==> config.mk <==
export PLATFORM = sky130hd
export DESIGN_NAME = ocp_master_top
export DESIGN_NICKNAME = d
export VERILOG_FILES = /design/src/verilog/ocp_master_pkg.sv /design/src/verilog/ocp_burst_tracker.sv /design/src/verilog/ocp_cmd_ctrl.sv /design/src/verilog/ocp_master_top.sv /design/src/verilog/ocp_req_regs.sv /design/src/verilog/ocp_resp_buffer.sv
export SDC_FILE = /design/constraint.sdc
export NUM_CORES = 1
export LEC_CHECK = 0
export ABC_AREA = 1
export BUFFER_PORTS_ARGS = -buffer_cell sky130_fd_sc_hd__buf_4
export CAP_MARGIN = 20
export CORE_MARGIN = 2
export CORE_UTILIZATION = 25
export CTS_CLUSTER_DIAMETER = 30
export DETAILED_ROUTE_END_ITERATION = 10
export SETUP_SLACK_MARGIN = 0.1
export SYNTH_ARGS = -nofsm -noshare
export SYNTH_HDL_FRONTEND = slang
export SYNTH_SLANG_ARGS = --single-unit
==> constraint.sdc <==
create_clock -name Clk -period 19.6 [get_ports Clk]
set_input_delay 3.92 -clock Clk [delete_from_list [all_inputs] [get_ports Clk]]
set_output_delay 3.92 -clock Clk [all_outputs]
set_load 0.01 [all_outputs]
==> src/verilog/ocp_master_pkg.sv <==
package ocp_master_pkg;

  // Default OCP widths
  parameter int ADDR_WIDTH      = 64;
  parameter int DATA_WIDTH      = 8;
  parameter int BURST_LEN_WIDTH = 10;

  // Vectors with a meaning of their own
  typedef logic [ADDR_WIDTH-1:0]      addr_t;
  typedef logic [DATA_WIDTH-1:0]      data_t;
  typedef logic [DATA_WIDTH-1:0]      byte_en_t;
  typedef logic [BURST_LEN_WIDTH-1:0] burst_len_t;

  // MCmd codes
  typedef enum logic [2:0] {
    IDLE = 3'b000,
    WR   = 3'b001,
    RD   = 3'b010,
    RDEX = 3'b011,
    RDL  = 3'b100,
    WRNP = 3'b101,
    WRC  = 3'b110,
    BCST = 3'b111
  } ocp_cmd_e;

  // SResp codes
  typedef enum logic [1:0] {
    NULL = 2'b00,
    DVA  = 2'b01,
    FAIL = 2'b10,
    ERR  = 2'b11
  } ocp_resp_e;

  // MBurstSeq codes, only INCR moves the address
  typedef enum logic [2:0] {
    INCR  = 3'b000,
    DFLT1 = 3'b001,
    WRAP  = 3'b010,
    DFLT2 = 3'b011,
    XOR   = 3'b100,
    STRM  = 3'b101,
    UNKN  = 3'b110,
    BLCK  = 3'b111
  } burst_seq_e;

  // Command FSM states
  typedef enum logic [1:0] {
    CTRL_IDLE,
    CTRL_WRITE,
    CTRL_READ
  } ctrl_state_e;

  // Burst request from the bridge
  typedef struct packed {
    addr_t      address;
    burst_len_t burst_length;
    burst_seq_e burst_seq;
    byte_en_t   valid_bytes;
  } bridge_req_t;

  // OCP request group
  typedef struct packed {
    ocp_cmd_e   cmd;
    addr_t      addr;
    burst_len_t burst_length;
    burst_seq_e burst_seq;
    byte_en_t   byte_en;
    data_t      data;
    logic       req_last;
  } ocp_req_t;

  // OCP response group
  typedef struct packed {
    ocp_resp_e resp;
    data_t     data;
    logic      last;
  } ocp_resp_t;

endpackage

==> src/verilog/ocp_burst_tracker.sv <==
`timescale 1ns/1ps

module ocp_burst_tracker import ocp_master_pkg::*; #(
  parameter int ADDR_WIDTH = ocp_master_pkg::ADDR_WIDTH,
  parameter int DATA_WIDTH = ocp_master_pkg::DATA_WIDTH
) (
  input  logic       Clk,
  input  logic       reset,
  input  logic       start,
  input  addr_t      address,
  input  burst_len_t burst_length,
  input  burst_seq_e burst_seq,
  input  logic       active,
  input  logic       SCmdAccept,
  output addr_t      beat_addr,
  output logic       req_last,
  output logic       burst_done
);

  // One data word in bytes
  localparam addr_t ADDR_STEP = ADDR_WIDTH'(DATA_WIDTH / 8);

  burst_len_t beat_count;
  addr_t      addr_q;
  logic       beat_accept;

  // Beat transferred this cycle
  assign beat_accept = active & SCmdAccept;

  // Beat counter
  always_ff @(posedge Clk) begin
    if (reset) begin
      beat_count <= '0;
    end else if (start) begin
      beat_count <= '0;
    end else if (beat_accept) begin
      beat_count <= beat_count + 1'b1;
    end
  end

  // Address generator
  always_ff @(posedge Clk) begin
    if (start) begin
      addr_q <= address;
    end else if (beat_accept) begin
      // Other sequences repeat the start address
      if (burst_seq == INCR) begin
        addr_q <= addr_q + ADDR_STEP;
      end
    end
  end

  assign beat_addr = addr_q;

  // Final beat of the burst
  assign req_last   = active & (beat_count == burst_len_t'(burst_length - 1'b1));
  assign burst_done = beat_accept & req_last;

endmodule

==> src/verilog/ocp_cmd_ctrl.sv <==
`timescale 1ns/1ps

module ocp_cmd_ctrl import ocp_master_pkg::*; (
  input  logic     Clk,
  input  logic     reset,
  input  logic     read_request,
  input  logic     write_request,
  input  logic     burst_done,
  output logic     start_write,
  output logic     start_read,
  output logic     active,
  output ocp_cmd_e cmd,
  output logic     ocp_ready
);

  ctrl_state_e state;
  ctrl_state_e state_next;

  // Next state and start pulses
  always_comb begin
    state_next  = state;
    start_read  = 1'b0;
    start_write = 1'b0;
    case (state)
      CTRL_IDLE: begin
        // Read has priority over write
        if (read_request) begin
          start_read = 1'b1;
          state_next = CTRL_READ;
        end else if (write_request) begin
          start_write = 1'b1;
          state_next  = CTRL_WRITE;
        end
      end
      CTRL_WRITE: begin
        // Leave once the final beat is accepted
        if (burst_done) begin
          state_next = CTRL_IDLE;
        end
      end
      CTRL_READ: begin
        if (burst_done) begin
          state_next = CTRL_IDLE;
        end
      end
      default: begin
        state_next = CTRL_IDLE;
      end
    endcase
  end

  // State register
  always_ff @(posedge Clk) begin
    if (reset) begin
      state <= CTRL_IDLE;
    end else begin
      state <= state_next;
    end
  end

  // MCmd decode from the current state
  always_comb begin
    case (state)
      CTRL_WRITE: cmd = WR;
      CTRL_READ:  cmd = RD;
      default:    cmd = IDLE;
    endcase
  end

  // Idle means free for a new burst
  assign ocp_ready = (state == CTRL_IDLE);
  assign active    = (state != CTRL_IDLE);

endmodule

==> src/verilog/ocp_master_top.sv <==
`timescale 1ns/1ps

module ocp_master_top import ocp_master_pkg::*; #(
  parameter int ADDR_WIDTH = ocp_master_pkg::ADDR_WIDTH,
  parameter int DATA_WIDTH = ocp_master_pkg::DATA_WIDTH
) (
  input  logic        Clk,
  input  logic        reset,

  // Bridge side
  input  bridge_req_t bridge_req,
  input  logic        read_request,
  input  logic        write_request,
  input  data_t       write_data,
  output logic        ocp_ready,

  // OCP request group
  output ocp_req_t    ocp_req,
  input  logic        SCmdAccept,

  // OCP response group
  input  ocp_resp_t   ocp_resp,
  output logic        MRespAccept,

  // AXI stream toward the bridge
  output logic        s_axis_tvalid,
  input  logic        s_axis_tready,
  output data_t       s_axis_tdata,
  output byte_en_t    s_axis_tkeep,
  output logic        s_axis_tlast
);

  // FSM to datapath
  logic     start_write;
  logic     start_read;
  logic     active;
  ocp_cmd_e cmd;

  // Tracker back to FSM and request regs
  addr_t    beat_addr;
  logic     req_last;
  logic     burst_done;

  // Command sequencing
  ocp_cmd_ctrl u_cmd_ctrl (
    .Clk           (Clk),
    .reset         (reset),
    .read_request  (read_request),
    .write_request (write_request),
    .burst_done    (burst_done),
    .start_write   (start_write),
    .start_read    (start_read),
    .active        (active),
    .cmd           (cmd),
    .ocp_ready     (ocp_ready)
  );

  // Beat count and address, length and sequence come from the held request
  ocp_burst_tracker #(
    .ADDR_WIDTH (ADDR_WIDTH),
    .DATA_WIDTH (DATA_WIDTH)
  ) u_burst_tracker (
    .Clk          (Clk),
    .reset        (reset),
    .start        (start_write | start_read),
    .address      (bridge_req.address),
    .burst_length (ocp_req.burst_length),
    .burst_seq    (ocp_req.burst_seq),
    .active       (active),
    .SCmdAccept   (SCmdAccept),
    .beat_addr    (beat_addr),
    .req_last     (req_last),
    .burst_done   (burst_done)
  );

  ocp_req_regs #(
    .DATA_WIDTH (DATA_WIDTH)
  ) u_req_regs (
    .Clk        (Clk),
    .reset      (reset),
    .start      (start_write | start_read),
    .cmd        (cmd),
    .bridge_req (bridge_req),
    .write_data (write_data),
    .SCmdAccept (SCmdAccept),
    .req_last   (req_last),
    .beat_addr  (beat_addr),
    .ocp_req    (ocp_req)
  );

  ocp_resp_buffer #(
    .DATA_WIDTH (DATA_WIDTH)
  ) u_resp_buffer (
    .Clk           (Clk),
    .reset         (reset),
    .ocp_resp      (ocp_resp),
    .MRespAccept   (MRespAccept),
    .s_axis_tvalid (s_axis_tvalid),
    .s_axis_tready (s_axis_tready),
    .s_axis_tdata  (s_axis_tdata),
    .s_axis_tkeep  (s_axis_tkeep),
    .s_axis_tlast  (s_axis_tlast)
  );

endmodule

==> src/verilog/ocp_req_regs.sv <==
`timescale 1ns/1ps

module ocp_req_regs import ocp_master_pkg::*; #(
  parameter int DATA_WIDTH = ocp_master_pkg::DATA_WIDTH
) (
  input  logic        Clk,
  input  logic        reset,
  input  logic        start,
  input  ocp_cmd_e    cmd,
  input  bridge_req_t bridge_req,
  input  data_t       write_data,
  input  logic        SCmdAccept,
  input  logic        req_last,
  input  addr_t       beat_addr,
  output ocp_req_t    ocp_req
);

  // Held burst attributes
  burst_len_t burst_length_q;
  burst_seq_e burst_seq_q;
  byte_en_t   byte_en_q;
  data_t      data_q;
  logic       beat_accept;

  assign beat_accept = (cmd != IDLE) & SCmdAccept;

  // Captured once per burst
  always_ff @(posedge Clk) begin
    if (reset) begin
      burst_length_q <= burst_len_t'(1);
      burst_seq_q    <= INCR;
      byte_en_q      <= '1;
    end else if (start) begin
      burst_length_q <= bridge_req.burst_length;
      burst_seq_q    <= bridge_req.burst_seq;
      byte_en_q      <= bridge_req.valid_bytes;
    end
  end

  // Write data advances one beat per accept
  always_ff @(posedge Clk) begin
    if (start) begin
      data_q <= write_data;
    end else if (beat_accept && !req_last) begin
      data_q <= write_data;
    end
  end

  // Request group
  always_comb begin
    ocp_req.cmd          = cmd;
    ocp_req.addr         = beat_addr;
    ocp_req.burst_length = burst_length_q;
    ocp_req.burst_seq    = burst_seq_q;
    ocp_req.byte_en      = byte_en_q;
    // No data on reads
    ocp_req.data         = (cmd == WR) ? data_q : {DATA_WIDTH{1'b0}};
    ocp_req.req_last     = req_last;
  end

endmodule

==> src/verilog/ocp_resp_buffer.sv <==
`timescale 1ns/1ps

module ocp_resp_buffer import ocp_master_pkg::*; #(
  parameter int DATA_WIDTH = ocp_master_pkg::DATA_WIDTH
) (
  input  logic      Clk,
  input  logic      reset,
  input  ocp_resp_t ocp_resp,
  output logic      MRespAccept,
  output logic      s_axis_tvalid,
  input  logic      s_axis_tready,
  output data_t     s_axis_tdata,
  output byte_en_t  s_axis_tkeep,
  output logic      s_axis_tlast
);

  logic  full_q;
  data_t data_q;
  logic  last_q;
  logic  keep_resp;

  // Room when empty or draining this cycle
  assign MRespAccept = !full_q | s_axis_tready;

  // DVA and FAIL go on, ERR is dropped
  assign keep_resp = MRespAccept &
                     ((ocp_resp.resp == DVA) || (ocp_resp.resp == FAIL));

  // Occupancy
  always_ff @(posedge Clk) begin
    if (reset) begin
      full_q <= 1'b0;
    end else if (keep_resp) begin
      full_q <= 1'b1;
    end else if (s_axis_tready) begin
      full_q <= 1'b0;
    end
  end

  // Payload
  always_ff @(posedge Clk) begin
    if (keep_resp) begin
      data_q <= ocp_resp.data;
      last_q <= ocp_resp.last;
    end
  end

  // Stream side
  assign s_axis_tvalid = full_q;
  assign s_axis_tdata  = data_q;
  assign s_axis_tlast  = last_q;
  // Whole word always valid
  assign s_axis_tkeep  = {DATA_WIDTH{1'b1}};

endmodule

==> flow_summary.toml <==
[flow_run]
cap_violations = 0

[clock_tree]
cts.clk_slew.worst_paths_ns = 0.05
clkLatencyLatePin_ns = 0.42
numCtsBuffers = 17
postCtsHoldBufs = 0
htreeDepth = 4
clkSinkCount = 115
cts_tree = "yes"
postCtsSetupRepairBufs = 0
root_buffer = "clkbuf_16"
cts_resized = 0
cts_max_path_buffers = 2

[route]
drtIter0Drc = 527
wirelength_mm = 22.3
drcViolationCount = 0
antenna_left = 0
vias = 6480
first_pass_iters = 5
wl_per_cell_microns = 15.1
via_per_inst = 4.40

[floorplan]
start_util = 0.256
pin_count = 227
die_y_microns = 171
fp-row-count = 60
die_w_microns = 171
design.core.area_sq_um = 27100
die_area_sq_um = 29100

[placed_design]
dp_slack_ns = 11.38
dp_hpwl_mm = 17.5
io_buffers = 217
place_congestion = 0.858

[sta]
slew_headroom = 0.293
fin_crit_sh = 0.420
period_needed_ns = 8.22
timing.hold.ws_ns = 0.461
tns_ns = 0
max_freq_mhz = 122
finalMaxSlewViolations = 0
grt_setup_unrepaired = "false"
tightestPinTransition_ns = 1.05
hold_viol_final = 0
worst_slack_ns = 11.38
finalSetupViolCount = 0
finClkSkew_ns = 0.00776

[synth]
ys_seq_elements = 115
syn_inst = 873
seq_area_frac_synth = 0.449
synth_warnings = 0
syn_area_sq_um = 6940
syn_avg_cell_area_sq_um = 7.94
ys_async_sr_fraction = 0
ys_types = 45
synth_ff_type = "edfxtp_1"
synth-edff-count = 81

[setup_path]
required_ns = 15.68
endpoint_kind = "primary output"
r2r_start = "u_cmd_ctrl.state[0]"
cp-startpoint = "s_axis_tready"
r2r_end = "u_burst_tracker.beat_addr[35]"
cp-start-kind = "primary input"
r2r_cells = 8
crit_path_end = "MRespAccept"
crit_arrival_ns = 4.30
reg2reg_slack_ns = 16.88
criticalPathCategory = "in2out"
path_max_fanout = 2

[finish]
fillers = 2853
post-route-util = 0.352
num_antenna_cells = 0
final_nets = 1206
drive_above_1_share = 0.270
area_growth_syn_to_layout_pct = 37.6
layout_commonest_cell = "nand2_1"
final_cell_mix = "nand2_1, buf_4, edfxtp_1"

[global_route]
track_usage = 0.152
grt_pass1_wl_mm = 33.9
grt.overflow.total = 0
grt_start_max_net_pins = 65
grt_pass1_vias = 6137
antenna_found_initial = 0

[power]
p_leak_nw = 4.19
p_total_w = 0.00111
power_density_nw_per_um2 = 116
ir_worst_vdd_mv = 0.0693

[run_status]
status = "finished clean"

[min_path]
hold_path_class = "reg2reg"
-- worst min-delay path by stage --
stage | startpoint | end | slack [ns] | cells past startpoint
floorplan | u_cmd_ctrl.state[1] | u_cmd_ctrl.state[1] | 0.45 | 2
global placement | u_req_regs.byte_en_q[7] | u_req_regs.byte_en_q[7] | 0.44 | 2
detailed placement | u_req_regs.byte_en_q[0] | u_req_regs.byte_en_q[0] | 0.45 | 2
CTS | u_req_regs.byte_en_q[5] | u_req_regs.byte_en_q[5] | 0.47 | 2
global route | u_req_regs.byte_en_q[4] | u_req_regs.byte_en_q[4] | 0.49 | 2
finish | u_req_regs.byte_en_q[5] | u_req_regs.byte_en_q[5] | 0.46 | 2
-- through the flow --
stage | instances | area, sq um
after detailed placement | 1442 | 8950
after floorplan | 880 | 6960
after CTS | 1474 | 9540
after global placement | 1442 | 8950
after global routing | 1474 | 9540
final | 1474 | 9540
-- metal layers --
metal	wire length, microns	global-route usage	share of wire	vias up
met5	0	0	0	-
met4	232	0.0394	0.010	0
met3	1770	0.0470	0.079	18
met2	10500	0.245	0.47	200
met1	9750	0.197	0.44	3007
li1	-	-	-	3255
-- logic make-up after synthesis --
| logic type | share of synthesized area |
|---|---|
| buffers and inverters | 0.0662 |
| XOR/XNOR | 0.0859 |
| adder cells (fa/ha/maj) | 0.0126 |
| AO/OA/AOI/OAI | 0.0509 |
| flip-flops | 0.449 |
| AND/OR/NAND/NOR | 0.334 |
| other | 0.00108 |
-- cells in the mapped netlist (all sizes together) (2+ instances only) --
library cell | instances | area, sq um
xor2 | 32 | 280
nand3b | 7 | 65.1
nand2 | 299 | 1140
a21oi | 19 | 95.1
buf | 15 | 98.8
nor4 | 9 | 87.6
nand4 | 17 | 128
conb | 2 | 7.51
edfxtp | 81 | 2430
nor2 | 95 | 432
xnor2 | 36 | 315
ha | 7 | 87.6
inv | 80 | 300
nor3 | 25 | 165
o21ai | 42 | 214
o31ai | 2 | 15.0
clkbuf | 16 | 60.1
a31oi | 2 | 12.5
nand3 | 44 | 253
dfxtp | 34 | 681
or2 | 3 | 18.8
-- where the power goes --
group	switching (W)	internal (W)	total, W
Clock	0.000114	0.000198	0.000313
Combinational	0.000211	0.000155	0.000366
Sequential	0.0000789	0.000348	0.000427
-- state kept, by name, summed over array words and instances (netlist names) --
signal                       flops
u_resp_buffer.s_axis_tdata       8
u_burst_tracker.beat_addr       64
u_req_regs.burst_length_q       10
u_resp_buffer.s_axis_tvalid      1
u_req_regs.byte_en_q             8
u_burst_tracker.beat_count      10
u_cmd_ctrl.state                 2
u_req_regs.burst_seq_q           3
u_resp_buffer.s_axis_tlast       1
u_req_regs.data_q                8
-- worst max-delay path, stage by stage --
cell and delay, ns:
buf_4 0.11, inv_1 0.06, nand2_1 0.07, buf_4 0.15
-- cell type report --
type	instances	area, sq um	area share
inverter	80	300	0.0315
sequential	115	3110	0.326
clock inverter	7	36.3	0.00380
multi-input combinational	654	3410	0.357
timing repair buffer	221	1660	0.174
clock buffer	25	562	0.0589
tap	372	465	0.0488
Note: power is estimated with default switching activity, not from simulation.
